==> src/vdec_pkg.sv <==
// ~~~~~~~~~~~~~~~~~~~~~~~~~~~~~~~~~~~~~~~~
// shared sizes and types of the vector decode stage
// fixed at 2 commands and 4 uops per cycle, 8 uops per command
// VLENB of 16 bytes, lmul group sizes 1/2/4/8 only
// ~~~~~~~~~~~~~~~~~~~~~~~~~~~~~~~~~~~~~~~~
package vdec_pkg;

  // decoder width
  localparam int NUM_DE_INST     = 2;
  localparam int NUM_DE_UOP      = 4;
  localparam int MAX_UOP         = 8;
  localparam int UOP_INDEX_WIDTH = 3;
  // bytes per vector register
  localparam int VLENB           = 16;

  // major opcodes, anything else is a bad encoding
  localparam logic [6:0] OPC_ARITH = 7'b1010111;
  localparam logic [6:0] OPC_LOAD  = 7'b0000111;
  localparam logic [6:0] OPC_STORE = 7'b0100111;

  // OP-V layout
  typedef struct packed {
    logic [5:0] funct6;
    logic       vm;
    logic [4:0] vs2;
    logic [4:0] vs1;
    logic [2:0] funct3;
    logic [4:0] vd;
    logic [6:0] opcode;
  } varith_t;

  // LOAD-FP / STORE-FP layout, vd doubles as vs3 for stores
  typedef struct packed {
    logic [2:0] nf;
    logic       mew;
    logic [1:0] mop;
    logic       vm;
    logic [4:0] lumop_rs2;
    logic [4:0] rs1;
    logic [2:0] width;
    logic [4:0] vd;
    logic [6:0] opcode;
  } vmem_t;

  // one instruction word, two views
  typedef union packed {
    varith_t arith;
    vmem_t   mem;
  } vinst_u;

  typedef struct packed {
    vinst_u     inst;
    logic [1:0] sew;
    logic [1:0] lmul;
    logic [6:0] vstart;
  } vdec_cmd_t;

  typedef enum logic [2:0] {
    OP_ARITH,
    OP_LD_UNIT,
    OP_LD_STRIDED,
    OP_LD_INDEXED,
    OP_ST_UNIT,
    OP_ST_STRIDED,
    OP_ST_INDEXED
  } vdec_op_e;

  typedef struct packed {
    vdec_op_e                   op;
    logic [4:0]                 vd;
    logic [4:0]                 vs2;
    logic [4:0]                 vs1_rs1;
    logic                       vm;
    logic [1:0]                 sew;
    logic [UOP_INDEX_WIDTH-1:0] uop_index;
    logic                       last;
    logic [6:0]                 vstart;
  } vdec_uop_t;

endpackage

==> src/vdec_if.sv <==
// ~~~~~~~~~~~~~~~~~~~~~~~~~~~~~~~~~~~~~~~~
// queue-side links of the decoder
// pop and push vectors are contiguous from bit 0
// both take effect at the next clock edge
// ~~~~~~~~~~~~~~~~~~~~~~~~~~~~~~~~~~~~~~~~
`timescale 1ns/1ps

// command queue to decoder
interface cmd_if import vdec_pkg::*; ();
  // oldest first
  vdec_cmd_t [NUM_DE_INST-1:0] head;
  logic                        empty;
  // bit k: k or fewer entries held
  logic [NUM_DE_INST-1:0]      almost_empty;
  logic [NUM_DE_INST-1:0]      pop;

  modport queue (output head, output empty, output almost_empty, input pop);
  modport decoder (input head, input empty, input almost_empty, output pop);
endinterface

// decoder to uop queue
interface uop_if import vdec_pkg::*; ();
  logic [NUM_DE_UOP-1:0]      push;
  vdec_uop_t [NUM_DE_UOP-1:0] data;
  logic                       full;
  // bit k: k or fewer slots free
  logic [NUM_DE_UOP-1:0]      almost_full;

  modport queue (input push, input data, output full, output almost_full);
  modport decoder (output push, output data, input full, input almost_full);
endinterface

==> src/cmd_queue.sv <==
// ~~~~~~~~~~~~~~~~~~~~~~~~~~~~~~~~~~~~~~~~
// command FIFO, one write and up to two pops per cycle
// CQ_DEPTH must be a power of two, 2 or more
// a written entry reaches the head one cycle later
// ~~~~~~~~~~~~~~~~~~~~~~~~~~~~~~~~~~~~~~~~
`timescale 1ns/1ps

module cmd_queue import vdec_pkg::*; #(
  parameter int CQ_DEPTH = 8
) (
  input  logic      clk,
  input  logic      reset,
  input  logic      in_valid,
  input  vdec_cmd_t in_cmd,
  output logic      in_ready,
  cmd_if.queue      cq
);

  localparam int AW = $clog2(CQ_DEPTH);
  localparam int CW = AW + 1;

  vdec_cmd_t     mem [CQ_DEPTH];
  logic [AW-1:0] rd_ptr;
  logic [AW-1:0] wr_ptr;
  // committed entries, the ones the decoder sees
  logic [CW-1:0] count;
  // entry written last cycle, not committed yet
  logic          pend;
  logic [CW-1:0] used;
  logic          push;
  logic [1:0]    n_pop;

  assign used     = count + CW'(pend);
  assign in_ready = used != CW'(CQ_DEPTH);
  assign push     = in_valid && in_ready;
  // pops are contiguous, so a plain sum
  assign n_pop    = 2'(cq.pop[0]) + 2'(cq.pop[1]);

  // two oldest entries, pointer wraps by width
  assign cq.head[0] = mem[rd_ptr];
  assign cq.head[1] = mem[rd_ptr + AW'(1)];
  assign cq.empty   = count == '0;

  for (genvar k = 0; k < NUM_DE_INST; k++) begin : g_almost_empty
    assign cq.almost_empty[k] = count <= CW'(k);
  end

  always_ff @(posedge clk) begin
    if (push) begin
      mem[wr_ptr] <= in_cmd;
    end
  end

  always_ff @(posedge clk) begin
    if (reset) begin
      rd_ptr <= '0;
      wr_ptr <= '0;
      count  <= '0;
      pend   <= 1'b0;
    end else begin
      pend   <= push;
      wr_ptr <= wr_ptr + AW'(push);
      rd_ptr <= rd_ptr + AW'(n_pop);
      count  <= count + CW'(pend) - CW'(n_pop);
    end
  end

endmodule

==> src/uop_queue.sv <==
// ~~~~~~~~~~~~~~~~~~~~~~~~~~~~~~~~~~~~~~~~
// uop FIFO, up to four writes and one read per cycle
// UQ_DEPTH must be a power of two, 4 or more
// writer must respect almost_full, no overflow check
// ~~~~~~~~~~~~~~~~~~~~~~~~~~~~~~~~~~~~~~~~
`timescale 1ns/1ps

module uop_queue import vdec_pkg::*; #(
  parameter int UQ_DEPTH = 16
) (
  input  logic      clk,
  input  logic      reset,
  uop_if.queue      uq,
  output logic      out_valid,
  output vdec_uop_t out_uop,
  input  logic      out_ready
);

  localparam int AW = $clog2(UQ_DEPTH);
  localparam int CW = AW + 1;

  vdec_uop_t     mem [UQ_DEPTH];
  logic [AW-1:0] rd_ptr;
  logic [AW-1:0] wr_ptr;
  logic [CW-1:0] count;
  logic [CW-1:0] free;
  logic [2:0]    n_push;
  logic          pop;

  // push lanes are packed low, count them
  always_comb begin
    n_push = '0;
    for (int k = 0; k < NUM_DE_UOP; k++) begin
      n_push = n_push + 3'(uq.push[k]);
    end
  end

  assign free    = CW'(UQ_DEPTH) - count;
  assign uq.full = count == CW'(UQ_DEPTH);

  for (genvar k = 0; k < NUM_DE_UOP; k++) begin : g_almost_full
    assign uq.almost_full[k] = free <= CW'(k);
  end

  // read side straight from storage
  assign out_valid = count != '0;
  assign out_uop   = mem[rd_ptr];
  assign pop       = out_valid && out_ready;

  // lane k lands k slots past the write pointer
  always_ff @(posedge clk) begin
    for (int k = 0; k < NUM_DE_UOP; k++) begin
      if (uq.push[k]) begin
        mem[wr_ptr + AW'(k)] <= uq.data[k];
      end
    end
  end

  always_ff @(posedge clk) begin
    if (reset) begin
      rd_ptr <= '0;
      wr_ptr <= '0;
      count  <= '0;
    end else begin
      wr_ptr <= wr_ptr + AW'(n_push);
      rd_ptr <= rd_ptr + AW'(pop);
      count  <= count + CW'(n_push) - CW'(pop);
    end
  end

endmodule

==> src/vdec.sv <==
// ~~~~~~~~~~~~~~~~~~~~~~~~~~~~~~~~~~~~~~~~
// decoder block between the command and uop queues
// decode path is combinational, only the resume index is a flop
// ~~~~~~~~~~~~~~~~~~~~~~~~~~~~~~~~~~~~~~~~
`timescale 1ns/1ps

module vdec import vdec_pkg::*; (
  input  logic   clk,
  input  logic   reset,
  cmd_if.decoder cq,
  uop_if.decoder uq
);

  logic [NUM_DE_INST-1:0]                      cmd_valid;
  logic [NUM_DE_INST-1:0][NUM_DE_UOP-1:0]      uop_valid;
  vdec_uop_t [NUM_DE_INST-1:0][NUM_DE_UOP-1:0] uop;
  logic [NUM_DE_INST-1:0][NUM_DE_UOP-1:0]      uop_last_pos;
  logic [UOP_INDEX_WIDTH-1:0]                  uop_index_remain;

  // head 1 valid needs two or more entries
  assign cmd_valid[0] = !cq.empty;
  assign cmd_valid[1] = !(|cq.almost_empty[1:0]);

  // oldest command, may resume mid-way
  vdec_unit u_unit0 (
    .cmd_valid        (cmd_valid[0]),
    .cmd              (cq.head[0]),
    .uop_index_remain (uop_index_remain),
    .uop_valid        (uop_valid[0]),
    .uop              (uop[0]),
    .uop_last_pos     (uop_last_pos[0])
  );

  // second command always from index 0
  vdec_unit u_unit1 (
    .cmd_valid        (cmd_valid[1]),
    .cmd              (cq.head[1]),
    .uop_index_remain ('0),
    .uop_valid        (uop_valid[1]),
    .uop              (uop[1]),
    .uop_last_pos     (uop_last_pos[1])
  );

  vdec_ctrl u_ctrl (
    .clk              (clk),
    .reset            (reset),
    .cmd_valid        (cmd_valid),
    .uop_valid        (uop_valid),
    .uop              (uop),
    .uop_last_pos     (uop_last_pos),
    .uop_index_remain (uop_index_remain),
    .pop              (cq.pop),
    .uq               (uq)
  );

endmodule

==> src/vdec_ctrl.sv <==
// ~~~~~~~~~~~~~~~~~~~~~~~~~~~~~~~~~~~~~~~~
// picks decoded uops for the push lanes, makes pops
// command 1 goes out whole in one cycle or not at all
// resume index applies to command 0 only
// ~~~~~~~~~~~~~~~~~~~~~~~~~~~~~~~~~~~~~~~~
`timescale 1ns/1ps

module vdec_ctrl import vdec_pkg::*; (
  input  logic                                         clk,
  input  logic                                         reset,
  input  logic [NUM_DE_INST-1:0]                       cmd_valid,
  input  logic [NUM_DE_INST-1:0][NUM_DE_UOP-1:0]       uop_valid,
  input  vdec_uop_t [NUM_DE_INST-1:0][NUM_DE_UOP-1:0]  uop,
  input  logic [NUM_DE_INST-1:0][NUM_DE_UOP-1:0]       uop_last_pos,
  output logic [UOP_INDEX_WIDTH-1:0]                   uop_index_remain,
  output logic [NUM_DE_INST-1:0]                       pop,
  uop_if.decoder                                       uq
);

  logic [NUM_DE_UOP-1:0]      lane_free;
  logic [NUM_DE_UOP-1:0]      push;
  vdec_uop_t [NUM_DE_UOP-1:0] data;
  // positions of command 0 consumed this cycle
  logic [UOP_INDEX_WIDTH-1:0] walked;

  // lane k usable when more than k slots are free
  for (genvar k = 0; k < NUM_DE_UOP; k++) begin : g_lane
    assign lane_free[k] = !uq.full && !uq.almost_full[k];
  end

  always_comb begin
    logic [2:0]                 slot;
    logic                       stop;
    logic                       done0;
    logic                       done1;
    logic [NUM_DE_UOP-1:0]      push1;
    vdec_uop_t [NUM_DE_UOP-1:0] data1;
    push   = '0;
    data   = '0;
    pop    = '0;
    walked = '0;
    slot   = '0;
    stop   = 1'b0;
    done0  = 1'b0;
    // command 0, stop at its last position or on a full lane
    for (int p = 0; p < NUM_DE_UOP; p++) begin
      if (cmd_valid[0] && !stop && !done0) begin
        if (uop_valid[0][p]) begin
          if (slot < 3'(NUM_DE_UOP) && lane_free[slot[1:0]]) begin
            data[slot[1:0]] = uop[0][p];
            push[slot[1:0]] = 1'b1;
            slot            = slot + 3'd1;
          end else begin
            stop = 1'b1;
          end
        end
        // dropped positions still advance
        if (!stop) begin
          walked = walked + 3'd1;
          done0  = uop_last_pos[0][p];
        end
      end
    end
    pop[0] = done0;
    // command 1 on a trial copy
    push1 = push;
    data1 = data;
    stop  = 1'b0;
    done1 = 1'b0;
    for (int p = 0; p < NUM_DE_UOP; p++) begin
      if (done0 && cmd_valid[1] && !stop && !done1) begin
        if (uop_valid[1][p]) begin
          if (slot < 3'(NUM_DE_UOP) && lane_free[slot[1:0]]) begin
            data1[slot[1:0]] = uop[1][p];
            push1[slot[1:0]] = 1'b1;
            slot             = slot + 3'd1;
          end else begin
            stop = 1'b1;
          end
        end
        if (!stop) done1 = uop_last_pos[1][p];
      end
    end
    // commit only a finished command 1
    if (done1) begin
      push   = push1;
      data   = data1;
      pop[1] = 1'b1;
    end
  end

  assign uq.push = push;
  assign uq.data = data;

  // any pop puts a fresh command at the head
  always_ff @(posedge clk) begin
    if (reset) begin
      uop_index_remain <= '0;
    end else if (|pop) begin
      uop_index_remain <= '0;
    end else begin
      uop_index_remain <= uop_index_remain + walked;
    end
  end

endmodule

==> src/vdec_top.sv <==
// ~~~~~~~~~~~~~~~~~~~~~~~~~~~~~~~~~~~~~~~~
// vector decode stage, valid/ready on both sides
// depths are powers of two, uop queue at least 4
// ~~~~~~~~~~~~~~~~~~~~~~~~~~~~~~~~~~~~~~~~
`timescale 1ns/1ps

module vdec_top import vdec_pkg::*; #(
  parameter int CQ_DEPTH = 8,
  parameter int UQ_DEPTH = 16
) (
  input  logic      clk,
  input  logic      reset,
  input  logic      in_valid,
  input  vdec_cmd_t in_cmd,
  output logic      in_ready,
  output logic      out_valid,
  output vdec_uop_t out_uop,
  input  logic      out_ready
);

  cmd_if u_cmd_if ();
  uop_if u_uop_if ();

  cmd_queue #(
    .CQ_DEPTH (CQ_DEPTH)
  ) u_cmd_queue (
    .clk      (clk),
    .reset    (reset),
    .in_valid (in_valid),
    .in_cmd   (in_cmd),
    .in_ready (in_ready),
    .cq       (u_cmd_if.queue)
  );

  vdec u_vdec (
    .clk   (clk),
    .reset (reset),
    .cq    (u_cmd_if.decoder),
    .uq    (u_uop_if.decoder)
  );

  uop_queue #(
    .UQ_DEPTH (UQ_DEPTH)
  ) u_uop_queue (
    .clk       (clk),
    .reset     (reset),
    .uq        (u_uop_if.queue),
    .out_valid (out_valid),
    .out_uop   (out_uop),
    .out_ready (out_ready)
  );

endmodule

==> src/vdec_unit.sv <==
// ~~~~~~~~~~~~~~~~~~~~~~~~~~~~~~~~~~~~~~~~
// decodes one command into four uop positions
// purely combinational, starts at uop_index_remain
// bad encodings give no uops, last position 0
// ~~~~~~~~~~~~~~~~~~~~~~~~~~~~~~~~~~~~~~~~
`timescale 1ns/1ps

module vdec_unit import vdec_pkg::*; (
  input  logic                       cmd_valid,
  input  vdec_cmd_t                  cmd,
  input  logic [UOP_INDEX_WIDTH-1:0] uop_index_remain,
  output logic [NUM_DE_UOP-1:0]      uop_valid,
  output vdec_uop_t [NUM_DE_UOP-1:0] uop,
  output logic [NUM_DE_UOP-1:0]      uop_last_pos
);

  logic                       is_arith;
  logic                       is_load;
  logic                       is_store;
  logic                       is_mem;
  logic                       is_indexed;
  logic [3:0]                 group;
  logic [6:0]                 total;
  logic                       inst_ok;
  logic [UOP_INDEX_WIDTH-1:0] last_index;
  logic [4:0]                 elem_per_uop;
  vdec_op_e                   op;

  assign is_arith   = cmd.inst.arith.opcode == OPC_ARITH;
  assign is_load    = cmd.inst.mem.opcode == OPC_LOAD;
  assign is_store   = cmd.inst.mem.opcode == OPC_STORE;
  assign is_mem     = is_load || is_store;
  // mop 1 and 3 are the indexed forms
  assign is_indexed = is_mem && cmd.inst.mem.mop[0];

  // uop count, segments multiply by nf+1
  assign group      = 4'd1 << cmd.lmul;
  assign total      = is_mem ? 7'(group) * (7'(cmd.inst.mem.nf) + 7'd1) : 7'(group);
  assign inst_ok    = cmd_valid && (is_arith || is_mem) && total <= 7'(MAX_UOP);
  assign last_index = UOP_INDEX_WIDTH'(total - 7'd1);
  assign elem_per_uop = 5'(VLENB >> cmd.sew);

  // lumop is ignored on mop 0, so fault-first decodes as unit-stride
  always_comb begin
    op = OP_ARITH;
    if (is_load) begin
      if (cmd.inst.mem.mop == 2'd0) op = OP_LD_UNIT;
      else if (cmd.inst.mem.mop == 2'd2) op = OP_LD_STRIDED;
      else op = OP_LD_INDEXED;
    end else if (is_store) begin
      if (cmd.inst.mem.mop == 2'd0) op = OP_ST_UNIT;
      else if (cmd.inst.mem.mop == 2'd2) op = OP_ST_STRIDED;
      else op = OP_ST_INDEXED;
    end
  end

  for (genvar p = 0; p < NUM_DE_UOP; p++) begin : g_pos
    logic [3:0] idx;
    // first element and one past the last
    logic [7:0] elem_lo;
    logic [7:0] elem_end;
    logic       in_range;
    logic       prestart;
    vdec_uop_t  u;

    assign idx      = 4'(uop_index_remain) + 4'(p);
    assign elem_lo  = 8'(idx[2:0]) * 8'(elem_per_uop);
    assign elem_end = elem_lo + 8'(elem_per_uop);
    assign in_range = idx <= 4'(last_index);
    // every element below vstart
    assign prestart = elem_end <= 8'(cmd.vstart);

    assign uop_valid[p]    = inst_ok && in_range && !prestart;
    assign uop_last_pos[p] = inst_ok ? (idx == 4'(last_index)) : (p == 0);

    always_comb begin
      u.op        = op;
      u.vd        = cmd.inst.arith.vd + 5'(idx[2:0]);
      u.vs2       = (is_arith || is_indexed) ? cmd.inst.arith.vs2 + 5'(idx[2:0])
                                             : cmd.inst.mem.lumop_rs2;
      u.vs1_rs1   = is_arith ? cmd.inst.arith.vs1 + 5'(idx[2:0]) : cmd.inst.mem.rs1;
      // vm sits at bit 25 in both views
      u.vm        = cmd.inst.arith.vm;
      u.sew       = cmd.sew;
      u.uop_index = idx[2:0];
      u.last      = idx == 4'(last_index);
      // vstart relative to this uop, floor at zero
      u.vstart    = (8'(cmd.vstart) > elem_lo) ? 7'(8'(cmd.vstart) - elem_lo) : 7'd0;
    end

    assign uop[p] = u;
  end

endmodule
==> config.mk <==
export PLATFORM = sky130hd
export DESIGN_NAME = vdec_top
export DESIGN_NICKNAME = d
export VERILOG_FILES = /design/src/vdec_pkg.sv /design/src/vdec_if.sv /design/src/cmd_queue.sv /design/src/uop_queue.sv /design/src/vdec.sv /design/src/vdec_ctrl.sv /design/src/vdec_top.sv /design/src/vdec_unit.sv
export SDC_FILE = /design/constraint.sdc
export NUM_CORES = 2
export LEC_CHECK = 0
export BUFFER_PORTS_ARGS = -buffer_cell sky130_fd_sc_hd__buf_2
export CAP_MARGIN = 20
export CORE_MARGIN = 2
export CORE_UTILIZATION = 45
export DETAILED_ROUTE_END_ITERATION = 10
export GPL_TIMING_DRIVEN = 0
export SETUP_SLACK_MARGIN = 0.2
export SYNTH_ARGS = -nofsm -noshare
export SYNTH_HDL_FRONTEND = slang
export SYNTH_SLANG_ARGS = --single-unit
==> constraint.sdc <==
create_clock -name clk -period 25.1 [get_ports clk]
set_clock_uncertainty 0.1 [all_clocks]
set_input_delay 0 -clock clk [delete_from_list [all_inputs] [get_ports clk]]
set_output_delay 0 -clock clk [all_outputs]
set_load 0.005 [all_outputs]
After elaboration in Yosys (flattened, before gate mapping)
Memory sizes are Yosys's and may differ from the RTL's. A register that Yosys moved wholly into a read port is not among the register bits.
Index checks and enable logic that the tools add are counted.
Widths: inputs -> output; s select.
{"block": "word_totals", "regBits": 27, "latch_bits": 0, "ramBits": 856, "mem_bits_ro": 0, "input_bits": 47, "out_inout_bits": 34, "wordCells": 493, "n_memories": 2}
{"block": "classes", "addsub": 69, "mul": 7, "div": 0, "order_cmp": 53, "eq_ne": 17, "shift": 4, "mux": 231, "bitwise_logic": 7, "reduce_logical": 95}
{"memory": "u_uop_queue.mem", "depth": 16, "word_bits": 32, "read_ports": 1, "rd_ports_with_merged_regs": 1, "write_ports": 4, "line": "uop_queue.sv:22", "source": "vdec_uop_t mem [UQ_DEPTH];"}
{"memory": "u_cmd_queue.mem", "depth": 8, "word_bits": 43, "read_ports": 2, "rd_ports_with_merged_regs": 1, "write_ports": 1, "line": "cmd_queue.sv:22", "source": "vdec_cmd_t mem [CQ_DEPTH];"}
{"op": "$mux 128", "count": 22}
{"op": "$bwmux 128", "count": 7}
{"op": "$demux 32 s2", "count": 7}
{"op": "$mux 32", "count": 10}
{"op": "$mux 3", "count": 31}
{"op": "$mux 4", "count": 23}
{"op": "$mux 1", "count": 87}
{"op": "$mux 5", "count": 14}
{"op": "$mux 7", "count": 10}
{"op": "$add 5x3->5", "count": 13}
{"op": "$logic_and 1x1->1", "count": 55}
{"op": "$le 8x7->1", "count": 5}
{"op": "$sub 7x7->7", "count": 5}
{"op": "$add 8x5->8", "count": 4}
{"op": "$gt 7x8->1", "count": 4}
{"op": "$mul 3x5->8", "count": 4}
{"op": "$add 3x1->3 const B", "count": 10}
{"op": "$add 5x2->5 const B", "count": 6}
{"op": "$logic_not 1->1", "count": 27}
{"op": "$or 4x4->4", "count": 6}
{"op": "$lt 2x3->1 const B", "count": 7}
{"op": "$lt 3x3->1 const B", "count": 7}
{"op": "$add 5x1->5 const B", "count": 3}
{"op": "$bmux 1 s2", "count": 7}
{"op": "58 further kinds", "count": 109}

Logic depth before layout (Yosys ltp)
{"block": "logic_depth", "depth_word": 59, "mapped_depth": 83, "mapped_depth_nobuf": 62}

Hierarchy
Synthesis repeated with hierarchy kept, for this count alone.
{"block": "hier_totals", "cells_unflattened": 7732, "hier_area_um2": 75532.4}
{"module": "uop_queue", "instances": 1, "cells_per_inst": 3438, "area_per_inst_um2": 35331.4, "seq_area_each_um2": 15635.0}
{"module": "cmd_queue", "instances": 1, "cells_per_inst": 1029, "area_per_inst_um2": 16991.3, "seq_area_each_um2": 10550.1}
{"module": "vdec_ctrl", "instances": 1, "cells_per_inst": 1726, "area_per_inst_um2": 11234.5, "seq_area_each_um2": 60.1}
{"module": "vdec_unit at u_vdec.u_unit1", "instances": 1, "cells_per_inst": 767, "area_per_inst_um2": 5990.7, "seq_area_each_um2": 0.0}
{"module": "vdec_unit at u_vdec.u_unit0", "instances": 1, "cells_per_inst": 769, "area_per_inst_um2": 5973.2, "seq_area_each_um2": 0.0}
{"module": "vdec", "instances": 1, "cells_per_inst": 3, "area_per_inst_um2": 11.3, "seq_area_each_um2": 0.0}

Worst setup path after synthesis
Ideal clock, no wire load.
{"block": "synth_timing", "kind": "register to register", "from": "reg u_cmd_queue.rd_ptr[0]", "to": "reg u_uop_queue.count[4]", "setup_time_ns": 0.128, "arrival_ns": 17.711, "t_required_ns": 24.872, "path_slack_ns": 7.161, "stages_incl_launch_ff": 79, "n_path_buf": 21, "period_less_slack_ns": 17.939, "cell_sequence": "dfxtp_1 buf_4 buf_4 buf_2 buf_2 buf_1 buf_1 clkbuf_1 clkbuf_1 buf_1 clkbuf_1 mux4_2 mux2_2 nor2_1 nand2_1 fa_1 inv_1 ha_1 [... 43 more ...] inv_2 buf_6 buf_6 buf_2 buf_2 ha_1 inv_1 fa_1 inv_1 ha_1 inv_1 ha_1 inv_1 fa_1 a21o_1 a21oi_1 xnor2_1 nor2_1"}
{"block": "synth_between", "elab_chain_len": 37, "elab_cells_between_ends": 139, "cone_classes": "13 x add/sub; 2 x mul; 18 x order compare; 6 x eq/ne; 2 x shift; 59 x mux; 3 x bitwise; 35 x reduce/logical; 1 x memory"}
{"item": "start: declaration", "line": "cmd_queue.sv:23", "source": "logic [AW-1:0] rd_ptr;"}
{"item": "start signal: assignment", "line": "cmd_queue.sv:63", "source": "rd_ptr <= rd_ptr + AW'(n_pop);"}
{"item": "$add 3x1->3 *", "line": "cmd_queue.sv:41", "source": "assign cq.head[1] = mem[rd_ptr + AW'(1)];"}
{"item": "$mem_v2 8x43 *"}
{"item": "branches (longest 29 deep; another with $mul 4x4->7)"}
{"item": "$mux 4 *", "line": "vdec_ctrl.sv:85", "source": "if (done1) begin"}
{"item": "$add 1x1->2", "line": "uop_queue.sv:34", "source": "n_push = n_push + 3'(uq.push[k]);"}
{"item": "$add 3x1->3", "line": "uop_queue.sv:34"}
{"item": "$add 3x1->3 *", "line": "uop_queue.sv:34"}
{"item": "$add 5x3->5 *", "line": "uop_queue.sv:67", "source": "count <= count + CW'(n_push) - CW'(pop);"}
{"item": "$sub 5x1->5 *", "line": "uop_queue.sv:67"}
{"item": "end signal: assignment", "line": "uop_queue.sv:67"}
{"item": "end: declaration", "line": "uop_queue.sv:25", "source": "logic [CW-1:0] count;"}
Every way passes the cells marked *. The select of a mux whose other input is x is not followed.
A chain may end at the register's enable or synchronous reset.

Worst setup path in the final report
Same ends and word-level chain as after synthesis.

==> impl_metrics.tcl <==
set metrics [dict create \
    nets 7766 \
    die_area_um2 156000 \
    worst_setup_path_start_kind "flip-flop" \
    dp.cells 9253 \
    layout_setup_ws_ps 1190 \
    outcome "complete, no violations" \
    nFillCells 13929 \
    clkTransAtPathRegs_ps 60 \
    clockBufferDepth 3 \
    track_usage_pct 45.7 \
    clk-insertion-delay-late_ps 790 \
    final_cells 9543 \
    leakagePower_nw 29.1 \
    grt_pass1_wl_mm 501 \
    synth_cell_types 105 \
    io_buffers 76 \
    tritoncts "yes" \
    worst_r2r_path_depth 78 \
    cts-root-buf "clkbuf_16" \
    timing.final.crit_share_pct 95.3 \
    async_flop_share_pct 0 \
    synth_area_um2 68900 \
    gp_congestion 1.13 \
    post_drt_wl_per_cell_um 38.5 \
    endpoint_kind "flip-flop" \
    yosysWarnings 0 \
    via_count 67895 \
    crit_required_ps 25580 \
    rsz0062_at_grt "false" \
    pin_count 81 \
    hold_violations 0 \
    period_minus_slack_ps 23910 \
    crit_type "flip-flop to flip-flop" \
    max_stage_delay_ps 830 \
    num_rows 143 \
    wirelength_mm 368 \
    synth-edff-count 824 \
    drt_iter0_drc 12275 \
    yosysSeqAreaShare_pct 36.7 \
    syn_avg_cell_area_um2 9.79 \
    synth_fp_nets 7387 \
    antenna_found_initial 26 \
    p_per_area_nw_per_um2 123 \
    area_delta_synth_final_pct 13.6 \
    peakVddDrop_mv 0.116 \
    grt_max_degree 26 \
    cts_htree_levels 3 \
    grt_pass1_vias 63006 \
    cp_common_cell "ha_1" \
    hold_path_depth 2 \
    max_cap_violations 0 \
    setup_violations 0 \
    hpwl_mm 297 \
    dp_slack_ps 739 \
    regArea_um2 25300 \
    worstPathMaxFanout 19 \
    ys.flop_type "edfxtp_1" \
    cp.arrival_ps 24390 \
    dr.pass1.iters 8 \
    max_freq_mhz 41.8 \
    route.detailed.drc 0 \
    detail-route-antenna-nets 0 \
    numClockSinks 851 \
    drive_gt1_share_pct 14.5 \
    slowest_stage "o32ai_1" \
    drv_slew 0 \
    cts_buffers 97 \
    fp.dieW_um 395 \
    tightest_slew_ps 1310 \
    worstHoldPathType "primary input to flip-flop" \
    grt-ovfl-total 0 \
    via_per_inst 7.11 \
    multi_input_area_um2 40500 \
    die_y_um 395 \
    synth-seq-cells 851 \
    slew_headroom_pct 12.7 \
    core_area_um2 152000 \
    initial_core_util_pct 45.4 \
    synth_cells 7034 \
    cts_setup_buffers 0 \
]
==> Yosys cell counts, types with 17 or more instances <==
cell type | instances | area, um^2
o21a_1 | 17 | 128
mux4_2 | 296 | 6670
a22oi_1 | 142 | 1070
and2_1 | 42 | 263
or3_1 | 20 | 125
o22ai_1 | 155 | 970
a221oi_1 | 58 | 508
a22o_1 | 21 | 184
nor3_1 | 77 | 385
nand3_1 | 124 | 621
nand2b_1 | 31 | 194
o21ai_1 | 93 | 465
buf_2 | 167 | 836
mux2i_1 | 492 | 4920
nor2b_1 | 46 | 288
a31oi_1 | 37 | 231
a221o_1 | 20 | 200
xor2_1 | 61 | 534
a21o_1 | 57 | 428
a21oi_1 | 794 | 3970
o2111ai_1 | 25 | 219
ha_1 | 263 | 3290
buf_4 | 21 | 158
nor2_1 | 579 | 2170
xnor2_1 | 103 | 902
o31ai_1 | 18 | 135
o21ai_0 | 577 | 2890
edfxtp_1 | 824 | 24700
nand2_1 | 533 | 2000
buf_1 | 43 | 161
inv_1 | 172 | 646
clkbuf_1 | 426 | 1600
and3_1 | 56 | 350
o21bai_1 | 19 | 143
dfxtp_1 | 27 | 541
fa_1 | 43 | 861
a211oi_1 | 85 | 638
o221ai_1 | 55 | 482
o211ai_1 | 41 | 308
mux2_2 | 97 | 1090
nand4_1 | 25 | 156
==> kinds of logic after synthesis <==
| family | after synthesis | synth area share [%] |
|---|---|---|
| AOI/OAI and AO/OA | 2351 | 20.9 |
| and+or+nand+nor | 1624 | 10.6 |
| muxes | 892 | 18.5 |
| DFF | 851 | 36.7 |
| buffers and inverters | 845 | 5.10 |
| adders and majority gates | 306 | 6.03 |
| xor gates and xnor gates | 165 | 2.12 |
==> flip-flops by register name (all words and copies together) (netlist names) <==
register / count
u_cmd_queue.rd_ptr: 3
u_cmd_queue.wr_ptr: 3
u_cmd_queue.count: 4
u_uop_queue.count: 5
u_uop_queue.rd_ptr: 4
u_cmd_queue.mem: 312
u_vdec.u_ctrl.uop_index_remain: 3
u_uop_queue.mem: 512
u_cmd_queue.pend: 1
u_uop_queue.wr_ptr: 4
==> power by group <==
| part | internal, mW | total [mW] | switching (mW) |
|---|---|---|---|
| clock network | 0.873 | 1.55 | 0.673 |
| logic | 2.08 | 6.39 | 4.32 |
| registers | 1.67 | 1.70 | 0.0320 |
| total | 4.62 | 9.64 | 5.02 |
==> cells in the final DEF, fill, tap and decap left out, drive strengths merged, types with 155 or more instances in the layout <==
cell | synthesis | final
o21ai | 673 | 673
ha | 263 | 263
inv | 176 | 181
o22ai | 155 | 155
nor2 | 583 | 583
mux2i | 492 | 492
a21oi | 797 | 797
clkbuf | 427 | 544
mux4 | 296 | 296
edfxtp | 824 | 824
buf | 238 | 443
nand2 | 538 | 538
==> per-layer routing <==
layer	global-route usage, %	vias to the layer above	share of wire (%)
met5	0	-	0.021
met4	16.1	12	4.1
met3	18.9	728	17
met2	60.5	5574	39
met1	66.2	33942	41
li1	-	27639	-
==> final cells by class <==
class / instances / share of cell area (%)
diodes: 20 / 0.0640
plain buffers: 664 / 3.65
clock buffers: 114 / 3.18
clock inverters: 65 / 1.10
inverters: 180 / 0.863
multi-input cells: 5338 / 51.8
flip-flops and latches: 851 / 32.3
well taps: 2030 / 3.25
repair buffers: 281 / 3.77
==> final timing paths <==
check,to,slack [ps],start
min reg2reg,u_cmd_queue.wr_ptr[2],510,u_cmd_queue.wr_ptr[2]
max,u_uop_queue.count[4],1190,u_cmd_queue.rd_ptr[0]
max reg2reg,u_uop_queue.count[4],1190,u_cmd_queue.rd_ptr[0]
min,u_cmd_queue.mem[1][6],20,in_cmd[6]
==> what timing repair did <==
item                                   4_1_cts  5_1_grt
resized for setup                            0        9
endpoints found under the hold margin      320        0
hold buffers                                71        0
setup endpoints to repair                    0       26
==> critical path: cells and delay by family, from the launching register on <==
family,cells,cell delay [ps]
buf+inv,28,8400
flops,1,360
xor+xnor,2,280
compound gates,18,5370
fa+ha+maj,12,4810
mux,3,1260
simple gates,15,3040
==> stage by stage <==
| stage | util, % | TNS (ps) | cell area, um^2 | total power [mW] | hold WS, ps |
|---|---|---|---|---|---|
| 2_1_floorplan | - | 0 | 68900 | 5.48 | -28.4 |
| 3_3_place_gp | 47.3 | -97330 | 71800 | 7.52 | 165 |
| 3_5_place_dp | 48.6 | 0 | 73900 | 7.77 | 168 |
| 4_1_cts | 51.3 | 0 | 78000 | 9.32 | 3.28 |
| 5_1_grt | 51.5 | 0 | 78200 | 10.0 | 42.6 |
| 6_report | 51.5 | 0 | 78300 | 9.64 | 20.3 |
Note: power is estimated with default switching activity, not from simulation.
